$ cat src/cpu_defines.svh
// CPU field widths
`ifndef CPU_DEFINES_SVH
`define CPU_DEFINES_SVH

// Instruction byte fields
`define INSTR_W   8
`define OPCODE_W  5
`define BRCODE_W  3

// ALU status flags
`define FLAGS_W   4

// Bit positions within the flag vector
`define FLAG_Z    0
`define FLAG_N    1
`define FLAG_V    2
`define FLAG_C    3

`endif

$ cat src/ctrlPkg.sv
// Control word encodings
package ctrlPkg;

   typedef enum logic {
      fetch   = 1'b0,
      execute = 1'b1
   } phase_t;

   typedef enum logic [2:0] {
      cycle0 = 3'd0,
      cycle1 = 3'd1,
      cycle2 = 3'd2,
      cycle3 = 3'd3,
      cycle4 = 3'd4
   } step_t;

   typedef enum logic [3:0] {
      FnA    = 4'd0,     // Pass operand 1
      FnADD  = 4'd1,
      FnSUB  = 4'd2,
      FnAND  = 4'd3,
      FnOR   = 4'd4,
      FnXOR  = 4'd5,
      FnNOT  = 4'd6,
      FnNAND = 4'd7,
      FnNOR  = 4'd8,
      FnNEG  = 4'd9,
      FnLSL  = 4'd10,
      FnLSR  = 4'd11,
      FnASR  = 4'd12
   } aluFn_t;

   typedef enum logic {Op1Rd1, Op1Pc} op1Sel_t;
   typedef enum logic {Op2Imm, Op2Rd2} op2Sel_t;
   typedef enum logic {ImmLong, ImmShort} immSel_t;
   typedef enum logic {WdAlu, WdSys} wdSel_t;
   typedef enum logic [1:0] {Pc1, PcAluOut, PcSysbus} pcSel_t;
   typedef enum logic {LrSys, LrPc} lrSel_t;
   typedef enum logic {Rs1Ra, Rs1Rd} rs1Sel_t;

endpackage

$ cat src/isaPkg.sv
// Instruction set encodings
`include "cpu_defines.svh"

package isaPkg;

   typedef enum logic [`OPCODE_W-1:0] {
      ADD    = 'd0,
      ADDI   = 'd1,
      SUB    = 'd2,
      SUBI   = 'd3,
      CMP    = 'd4,
      CMPI   = 'd5,
      AND    = 'd6,
      OR     = 'd7,
      XOR    = 'd8,
      NOT    = 'd9,
      NAND   = 'd10,
      NOR    = 'd11,
      NEG    = 'd12,
      LSL    = 'd13,
      LSR    = 'd14,
      ASR    = 'd15,
      LDW    = 'd16,
      STW    = 'd17,
      BRANCH = 'd18     // Condition held in the low bits
   } opcode_t;

   typedef enum logic [`BRCODE_W-1:0] {
      BR  = 'd0,
      BNE = 'd1,
      BE  = 'd2,
      BLT = 'd3,
      BGE = 'd4,
      BWL = 'd5,        // Branch with link
      RET = 'd6
   } branch_t;

endpackage

$ cat src/seqIf.sv
// Sequencer to decoder bus
`timescale 1ns/10ps

interface seqIf;

   import isaPkg::*;
   import ctrlPkg::*;

   phase_t  phase;
   step_t   step;
   opcode_t opcode;
   branch_t branchCode;

   modport producer (output phase, output step, input opcode);
   modport top (output opcode, output branchCode);
   modport consumer (input phase, input step, input opcode, input branchCode);

endinterface

$ cat src/controlDecoder.sv
// Control word decoder
`timescale 1ns/10ps

module controlDecoder (
   seqIf.consumer             seq,
   input  logic               branchTaken,
   output logic               flagsWe,
   output ctrlPkg::aluFn_t    aluOp,
   output ctrlPkg::op1Sel_t   op1Sel,
   output ctrlPkg::op2Sel_t   op2Sel,
   output ctrlPkg::immSel_t   immSel,
   output ctrlPkg::wdSel_t    wdSel,
   output ctrlPkg::pcSel_t    pcSel,
   output ctrlPkg::lrSel_t    lrSel,
   output ctrlPkg::rs1Sel_t   rs1Sel,
   output logic               aluEn,
   output logic               aluWe,
   output logic               lrEn,
   output logic               lrWe,
   output logic               pcWe,
   output logic               pcEn,
   output logic               irWe,
   output logic               regWe,
   output logic               memEn,
   output logic               nWE,
   output logic               nOE,
   output logic               nME,
   output logic               enb,
   output logic               ale
);

   import isaPkg::*;
   import ctrlPkg::*;

   function automatic aluFn_t aluFnOf(opcode_t op);
      case (op)
         ADD, ADDI:            return FnADD;
         SUB, SUBI, CMP, CMPI: return FnSUB;
         AND:                  return FnAND;
         OR:                   return FnOR;
         XOR:                  return FnXOR;
         NOT:                  return FnNOT;
         NAND:                 return FnNAND;
         NOR:                  return FnNOR;
         NEG:                  return FnNEG;
         LSL:                  return FnLSL;
         LSR:                  return FnLSR;
         ASR:                  return FnASR;
         default:              return FnA;
      endcase
   endfunction

   always_comb begin
      aluOp   = FnA;
      op1Sel  = Op1Rd1;
      op2Sel  = Op2Imm;
      immSel  = ImmLong;
      wdSel   = WdAlu;
      pcSel   = Pc1;
      lrSel   = LrSys;
      rs1Sel  = Rs1Ra;
      aluEn   = 1'b0;
      aluWe   = 1'b0;
      lrEn    = 1'b0;
      lrWe    = 1'b0;
      pcWe    = 1'b0;
      pcEn    = 1'b0;
      irWe    = 1'b0;
      regWe   = 1'b0;
      memEn   = 1'b0;
      nWE     = 1'b0;
      nOE     = 1'b0;
      nME     = 1'b1;
      enb     = 1'b0;
      ale     = 1'b0;
      flagsWe = 1'b0;
      if (seq.phase == fetch) begin
         case (seq.step)
            cycle0: begin                     // PC out as address
               ale  = 1'b1;
               nWE  = 1'b1;
               nOE  = 1'b1;
               pcEn = 1'b1;
            end
            cycle1: begin
               nME   = 1'b0;
               nWE   = 1'b1;
               memEn = 1'b1;
            end
            cycle2: begin
               nME   = 1'b0;
               nWE   = 1'b1;
               memEn = 1'b1;
               enb   = 1'b1;
            end
            cycle3: begin
               nWE   = 1'b1;
               memEn = 1'b1;
               irWe  = 1'b1;                  // Instruction into IR
            end
            default: ;
         endcase
      end else begin
         case (seq.step)
            cycle0: begin
               case (seq.opcode)
                  LDW, STW: begin             // Address add first
                     aluEn  = 1'b1;
                     aluWe  = 1'b1;
                     immSel = ImmShort;
                     aluOp  = FnADD;
                  end
                  BRANCH: begin
                     pcWe = 1'b1;
                     if (seq.branchCode == RET) begin
                        lrEn  = 1'b1;
                        pcSel = PcSysbus;
                     end else begin
                        aluOp  = FnADD;
                        op1Sel = Op1Pc;
                        aluEn  = 1'b1;
                        if (branchTaken) begin
                           pcSel = PcAluOut;
                           if (seq.branchCode == BWL) begin
                              lrWe  = 1'b1;
                              lrSel = LrPc;
                           end
                        end
                     end
                  end
                  ADD, ADDI, SUB, SUBI, CMP, CMPI, AND, OR, XOR, NOT, NAND, NOR, NEG, LSL,
                  LSR, ASR: begin
                     pcEn    = 1'b1;
                     pcWe    = 1'b1;
                     flagsWe = 1'b1;
                     regWe   = !(seq.opcode inside {CMP, CMPI});  // Compare keeps Rd
                     aluOp   = aluFnOf(seq.opcode);
                     if (seq.opcode inside {ADDI, SUBI, CMPI, LSL, LSR, ASR})
                        immSel = ImmShort;
                     if (seq.opcode inside {ADD, SUB, CMP, AND, OR, XOR, NAND, NOR})
                        op2Sel = Op2Rd2;
                  end
                  default: begin              // Undefined opcode, skip
                     pcEn = 1'b1;
                     pcWe = 1'b1;
                  end
               endcase
            end
            cycle1: begin                     // Address latch
               ale    = 1'b1;
               nWE    = 1'b1;
               nOE    = 1'b1;
               immSel = ImmShort;
               aluOp  = FnADD;
               aluEn  = 1'b1;
            end
            cycle2: begin
               nME    = 1'b0;
               rs1Sel = Rs1Rd;                // Store data from Rd
               nWE    = 1'b1;
               aluWe  = 1'b1;
               aluEn  = 1'b1;
               if (seq.opcode == LDW)
                  memEn = 1'b1;
               else
                  nOE   = 1'b1;
            end
            cycle3: begin
               nME = 1'b0;
               if (seq.opcode == LDW) begin
                  memEn = 1'b1;
                  enb   = 1'b1;
                  nWE   = 1'b1;
               end else begin
                  aluEn = 1'b1;               // Hold data on sysbus
                  nOE   = 1'b1;
               end
            end
            cycle4: begin
               pcWe = 1'b1;
               if (seq.opcode == LDW) begin
                  nWE   = 1'b1;
                  memEn = 1'b1;
                  wdSel = WdSys;
                  regWe = 1'b1;
               end else begin
                  nOE   = 1'b1;
                  aluEn = 1'b1;
               end
            end
            default: ;
         endcase
      end
   end

endmodule

$ cat src/controlUnit.sv
// Processor control unit
`timescale 1ns/10ps
`include "cpu_defines.svh"

module controlUnit (
   input  logic                 Clock,
   input  logic                 nReset,
   input  logic                 nWait,
   input  logic [`INSTR_W-1:0]  OpcodeCondIn,
   input  logic [`FLAGS_W-1:0]  Flags,
   output ctrlPkg::aluFn_t      AluOp,
   output ctrlPkg::op1Sel_t     Op1Sel,
   output ctrlPkg::op2Sel_t     Op2Sel,
   output logic                 AluEn,
   output logic                 LrEn,
   output logic                 LrWe,
   output ctrlPkg::lrSel_t      LrSel,
   output logic                 PcWe,
   output logic                 PcEn,
   output logic                 IrWe,
   output ctrlPkg::wdSel_t      WdSel,
   output ctrlPkg::immSel_t     ImmSel,
   output logic                 RegWe,
   output ctrlPkg::pcSel_t      PcSel,
   output logic                 MemEn,   // Pad control
   output logic                 nWE,     // Memory strobes
   output logic                 nOE,
   output logic                 nME,
   output logic                 ENB,
   output logic                 ALE,
   output ctrlPkg::rs1Sel_t     Rs1Sel,
   output logic                 AluWe
);

   import isaPkg::*;

   logic flagsWe;
   logic branchTaken;

   seqIf seqBus ();

   assign seqBus.opcode     = opcode_t'(OpcodeCondIn[`INSTR_W-1 -: `OPCODE_W]);
   assign seqBus.branchCode = branch_t'(OpcodeCondIn[`BRCODE_W-1:0]);

   sequencer seq0 (.Clock(Clock), .nReset(nReset), .nWait(nWait), .seq(seqBus.producer));

   statusFlags flags0 (
      .Clock(Clock), .nReset(nReset), .flags(Flags), .flagsWe(flagsWe),
      .branchCode(seqBus.branchCode), .branchTaken(branchTaken)
   );

   controlDecoder dec0 (
      .seq(seqBus.consumer), .branchTaken(branchTaken), .flagsWe(flagsWe),
      .aluOp(AluOp), .op1Sel(Op1Sel), .op2Sel(Op2Sel), .immSel(ImmSel),
      .wdSel(WdSel), .pcSel(PcSel), .lrSel(LrSel), .rs1Sel(Rs1Sel),
      .aluEn(AluEn), .aluWe(AluWe), .lrEn(LrEn), .lrWe(LrWe),
      .pcWe(PcWe), .pcEn(PcEn), .irWe(IrWe), .regWe(RegWe),
      .memEn(MemEn), .nWE(nWE), .nOE(nOE), .nME(nME),
      .enb(ENB), .ale(ALE)
   );

endmodule

$ cat src/sequencer.sv
// Fetch and execute sequencer
`timescale 1ns/10ps

module sequencer (
   input  logic   Clock,
   input  logic   nReset,
   input  logic   nWait,
   seqIf.producer seq
);

   import isaPkg::*;
   import ctrlPkg::*;

   phase_t phaseNext;
   step_t  stepNext;

   always_comb begin
      phaseNext = seq.phase;
      stepNext  = seq.step;
      if (seq.phase == fetch) begin
         case (seq.step)
            cycle0: stepNext = cycle1;
            cycle1: stepNext = cycle2;
            cycle2: begin
               if (nWait)                       // Memory not ready, hold
                  stepNext = cycle3;
            end
            cycle3: begin
               phaseNext = execute;
               stepNext  = cycle0;
            end
            default: stepNext = cycle0;
         endcase
      end else begin
         case (seq.step)
            cycle0: begin
               if (seq.opcode inside {LDW, STW})
                  stepNext = cycle1;
               else
                  phaseNext = fetch;           // Single cycle ops
            end
            cycle1: stepNext = cycle2;
            cycle2: stepNext = cycle3;
            cycle3: begin
               if (nWait)                       // Data setup, stay in place
                  stepNext = cycle4;
            end
            default: begin
               phaseNext = fetch;
               stepNext  = cycle0;
            end
         endcase
      end
   end

   always_ff @(posedge Clock or negedge nReset) begin
      if (!nReset) begin
         seq.phase <= fetch;
         seq.step  <= cycle0;
      end else begin
         seq.phase <= phaseNext;
         seq.step  <= stepNext;
      end
   end

endmodule

$ cat src/statusFlags.sv
// Status flags and branch test
`timescale 1ns/10ps
`include "cpu_defines.svh"

module statusFlags (
   input  logic                 Clock,
   input  logic                 nReset,
   input  logic [`FLAGS_W-1:0]  flags,
   input  logic                 flagsWe,
   input  isaPkg::branch_t      branchCode,
   output logic                 branchTaken
);

   import isaPkg::*;

   logic [`FLAGS_W-1:0] statusReg;
   logic zFlag;
   logic nFlag;
   logic vFlag;

   always_ff @(posedge Clock or negedge nReset) begin
      if (!nReset)
         statusReg <= '0;
      else if (flagsWe)
         statusReg <= flags;              // Latched from the ALU result
   end

   assign zFlag = statusReg[`FLAG_Z];
   assign nFlag = statusReg[`FLAG_N];
   assign vFlag = statusReg[`FLAG_V];

   always_comb begin
      case (branchCode)
         BR, BWL: branchTaken = 1'b1;
         BNE:     branchTaken = !zFlag;
         BE:      branchTaken = zFlag;
         BLT:     branchTaken = nFlag != vFlag;  // Signed less than
         BGE:     branchTaken = nFlag == vFlag;
         // RET reloads the PC from the link register instead
         default: branchTaken = 1'b0;
      endcase
   end

endmodule
$ cat config.mk
export PLATFORM = sky130hd
export DESIGN_NAME = controlUnit
export DESIGN_NICKNAME = d
export VERILOG_FILES = /design/src/ctrlPkg.sv /design/src/isaPkg.sv /design/src/seqIf.sv /design/src/controlDecoder.sv /design/src/controlUnit.sv /design/src/sequencer.sv /design/src/statusFlags.sv
export VERILOG_INCLUDE_DIRS = /design/src
export SDC_FILE = /design/constraint.sdc
export NUM_CORES = 1
export LEC_CHECK = 0
export BUFFER_PORTS_ARGS = -buffer_cell sky130_fd_sc_hd__buf_2
export CORE_MARGIN = 2
export CORE_UTILIZATION = 45
export DETAILED_ROUTE_END_ITERATION = 8
export GPL_ROUTABILITY_DRIVEN = 0
export PLACE_DENSITY_LB_ADDON = 0.12
export SYNTH_ARGS = -nofsm -noshare
export SYNTH_HDL_FRONTEND = slang
export SYNTH_SLANG_ARGS = --single-unit
$ cat constraint.sdc
create_clock -name Clock -period 1.7 [get_ports Clock]
set_input_delay 0.085 -clock Clock [delete_from_list [all_inputs] [get_ports Clock]]
set_output_delay 0.085 -clock Clock [all_outputs]
set_load 0.005 [all_outputs]
==> insert_results.sql <==
INSERT INTO impl_metrics (metric_group, metric, value, unit) VALUES
('logic_synthesis', 'main_combinational_cell_family_by_area_after_synthesis', 'compound AO/OA/AOI/OAI gates', ''),
('routing', 'detailedRoute.firstIterationViolations', '18', ''),
('die', 'start_util', '47.02', '%'),
('critical_path', 'crit_path_max_fanout', '3', ''),
('die', 'pin_count', '41', ''),
('pwr', 'pwr_density_cell', '1212', 'nW/µm²'),
('routing', 'routed_wire_length_per_instance', '15.19', 'µm'),
('placement', 'pre_cts_slack', '-12.48', 'ps'),
('cells_and_area', 'finish.net_count', '223', ''),
('pwr', 'worst_ir_drop_vdd', '1.147', 'mV'),
('sta', 'fmax', '606.7', 'MHz'),
('sta', 'layout_min_cycle_time', '1648', 'ps'),
('clock_tree', 'ctsRootBufferMaster', 'clkbuf_4', ''),
('logic_synthesis', 'synth_ff_type', 'dfrtp_1', ''),
('logic_synthesis', 'synth.most_common_cell', 'nor2_1', ''),
('global_route', 'top_usage_layer', 'met2', ''),
('sta', 'worstMarginPinSlew', '393.6', 'ps'),
('sta', 'min_period_over_period', '96.95', '%'),
('global_route', 'grt_pass1_vias', '1153', ''),
('critical_path', 'worst_r2r_path_depth', '6', ''),
('logic_synthesis', 'synth_compound_area_share', '37.31', '%'),
('die', 'die_y', '54.41', 'µm'),
('sta', 'final_setup_slack_of_the_worst_path', '51.86', 'ps'),
('global_route', 'gr-usage-met1', '31.35', '%'),
('global_route', 'grt_remaining_overflow', '0', ''),
('global_route', 'grt_max_degree', '18', ''),
('logic_synthesis', 'commonest_cells_in_the_netlist', '15 x nor2_1, 13 x a21oi_1, 12 x nand2_1', ''),
('global_route', 'initial_antenna_violation_count', '0', ''),
('routing', 'drt_pre_antenna_iters', '4', ''),
('sta', 'finalClockSkew', '0.1677', 'ps'),
('logic_synthesis', 'synthDistinctLibCells', '53', ''),
('routing', 'vias_per_instance', '6.004', ''),
('logic_synthesis', 'adder_and_majority_gate_portion_of_the_synthesized_area', '5.470', '%'),
('pwr', 'p_total', '1.952', 'mW'),
('sta', 'final_setup_violation_count', '0', ''),
('min_path', 'worstHoldPathType', 'input port to flop', ''),
('die', 'core_area', '2432', 'µm²'),
('logic_synthesis', 'synthesis.area', '1144', 'µm²'),
('critical_path', 'critical_path_required', '1620', 'ps'),
('critical_path', 'timing.critical_path.to_type', 'primary output', ''),
('routing', 'totalWireLength', '3524', 'µm'),
('pwr', 'power_leakage', '0.7525', 'nW'),
('cells_and_area', 'num_antenna_cells', '0', ''),
('clock_tree', 'clk_pin_slew', '50', 'ps'),
('run_status', 'outcome', 'complete, no violations', ''),
('sta', 'max-slew-margin-rel', '73.72', '%'),
('die', 'design.die.area', '2960', 'µm²'),
('sta', 'final-hold-violation-count', '0', ''),
('sta', 'holdWs', '108.1', 'ps'),
('critical_path', 'worstPathCellList', 'nor2_4 > nand2_1 > a2111o_1 > o22ai_1 > buf_2', ''),
('logic_synthesis', 'post_synth_inst_count', '150', ''),
('min_path', 'min_delay_path_depth', '3', ''),
('clock_tree', 'clock_sink_count', '7', ''),
('logic_synthesis', 'synth-xor-area-share', '1.532', '%'),
('critical_path', 'critical_path_start_end_classification', 'flop to primary output', ''),
('critical_path', 'crit_path_max_incr_delay', '410', 'ps'),
('clock_tree', 'buffer_levels_on_the_longest_clock_path', '2', ''),
('logic_synthesis', 'synth_enable_flop_cells', '0', ''),
('logic_synthesis', 'async_flop_share', '100.0', '%'),
('logic_synthesis', 'synth_area_per_cell', '7.624', 'µm²'),
('cells_and_area', 'drive_gt1_share', '46.53', '%'),
('global_route', 'routing_usage_on_met2', '41.57', '%'),
('logic_synthesis', 'warnings_from_yosys', '0', ''),
('global_route', 'grt_pass1_wl', '5271', 'µm'),
('clock_tree', 'cts.htree.levels', '1', ''),
('die', 'die_width', '54.41', 'µm'),
('logic_synthesis', 'synth_fp_nets', '170', ''),
('routing', 'detail-route-antenna-nets', '0', ''),
('logic_synthesis', 'yosys-mux-area-fraction', '0', '%'),
('cells_and_area', 'flow.area_growth_from_synthesis', '40.92', '%'),
('logic_synthesis', 'synth_top_area_share', '15.32', '%');
## logic make-up (layout without fill, tap and decap cells)
logic type / Yosys count / after routing
buf+inv: 19 / 71
simple gates: 63 / 63
fa+ha+maj: 5 / 5
flops: 7 / 7
compound gates: 54 / 54
xor+xnor: 2 / 2
## registers in the layout (all words and copies together) (netlist names)
signal / flops
flags0.statusReg: 3
seq0.seq.phase: 1
seq0.seq.step: 3
## per-layer routing
metal,up-vias,wire [µm]
li1,671,-
met1,680,1573
met2,40,1764
met3,2,167
met4,0,19
met5,-,0
## placed cells by master (no fill, tap or decap), types with 4 or more instances in the layout
cell type,instances
a2bb2oi_1,4
dfrtp_1,4
buf_4,14
nand2b_1,5
a21oi_1,13
inv_1,10
nor2_1,13
buf_2,38
and3_1,4
o21ai_1,6
o2111ai_1,4
nor3_1,6
nand2_1,9
## critical path: cells and delay by family (launching register included)
kind | cells | cell delay [ps]
AOI/OAI and AO/OA | 2 | 540
DFF | 1 | 410
and+or+nand+nor | 2 | 240
buffers and inverters | 1 | 140
## final cells by class
| cell class | instances | area (µm²) |
|---|---|---|
| well taps | 30 | 37.54 |
| multi-input cells | 124 | 977.2 |
| fillers | 214 | 820.8 |
| inverters | 10 | 37.54 |
| clock buffers | 4 | 26.28 |
| repair buffers | 57 | 354.1 |
| flip-flops and latches | 7 | 178.9 |
## where the power goes
group	leakage [nW]	switching, mW	internal [mW]
logic	0.664	0.744	0.718
registers	0.0738	0.107	0.235
clock network	0.0150	0.0590	0.0894
## stage by stage
step	cells	util, %	area, µm²	setup TNS [ps]
after global placement	223	58.44	1421	0
after global routing	232	66.26	1612	-21.68
after CTS	228	61.01	1484	-27.72
final	232	66.26	1612	0
after floorplan	150	-	1144	0
after detailed placement	223	58.44	1421	-12.48
## timing repair
action                                 in CTS  in global routing
gates cloned                                0                  0
endpoints found under the hold margin       7                  0
gates resized for setup                     6                 27
pin swaps                                   0                  7
hold buffers                                1                  0
buffers inserted                            0                  4
setup endpoints to repair                   5                 15
## worst paths after layout
path	start	to	slack [ps]
hold reg to reg	flags0.statusReg[0]	flags0.statusReg[0]	580
max in group asynchronous	nReset	seq0.seq.phase	1320
setup / recovery	seq0.seq.step[1]	AluOp[0]	50
min in group asynchronous	nReset	flags0.statusReg[2]	200
hold / removal	nWait	seq0.seq.step[2]	110
setup reg to reg	seq0.seq.step[1]	flags0.statusReg[2]	280
Note: power is estimated with default switching activity, not from simulation.
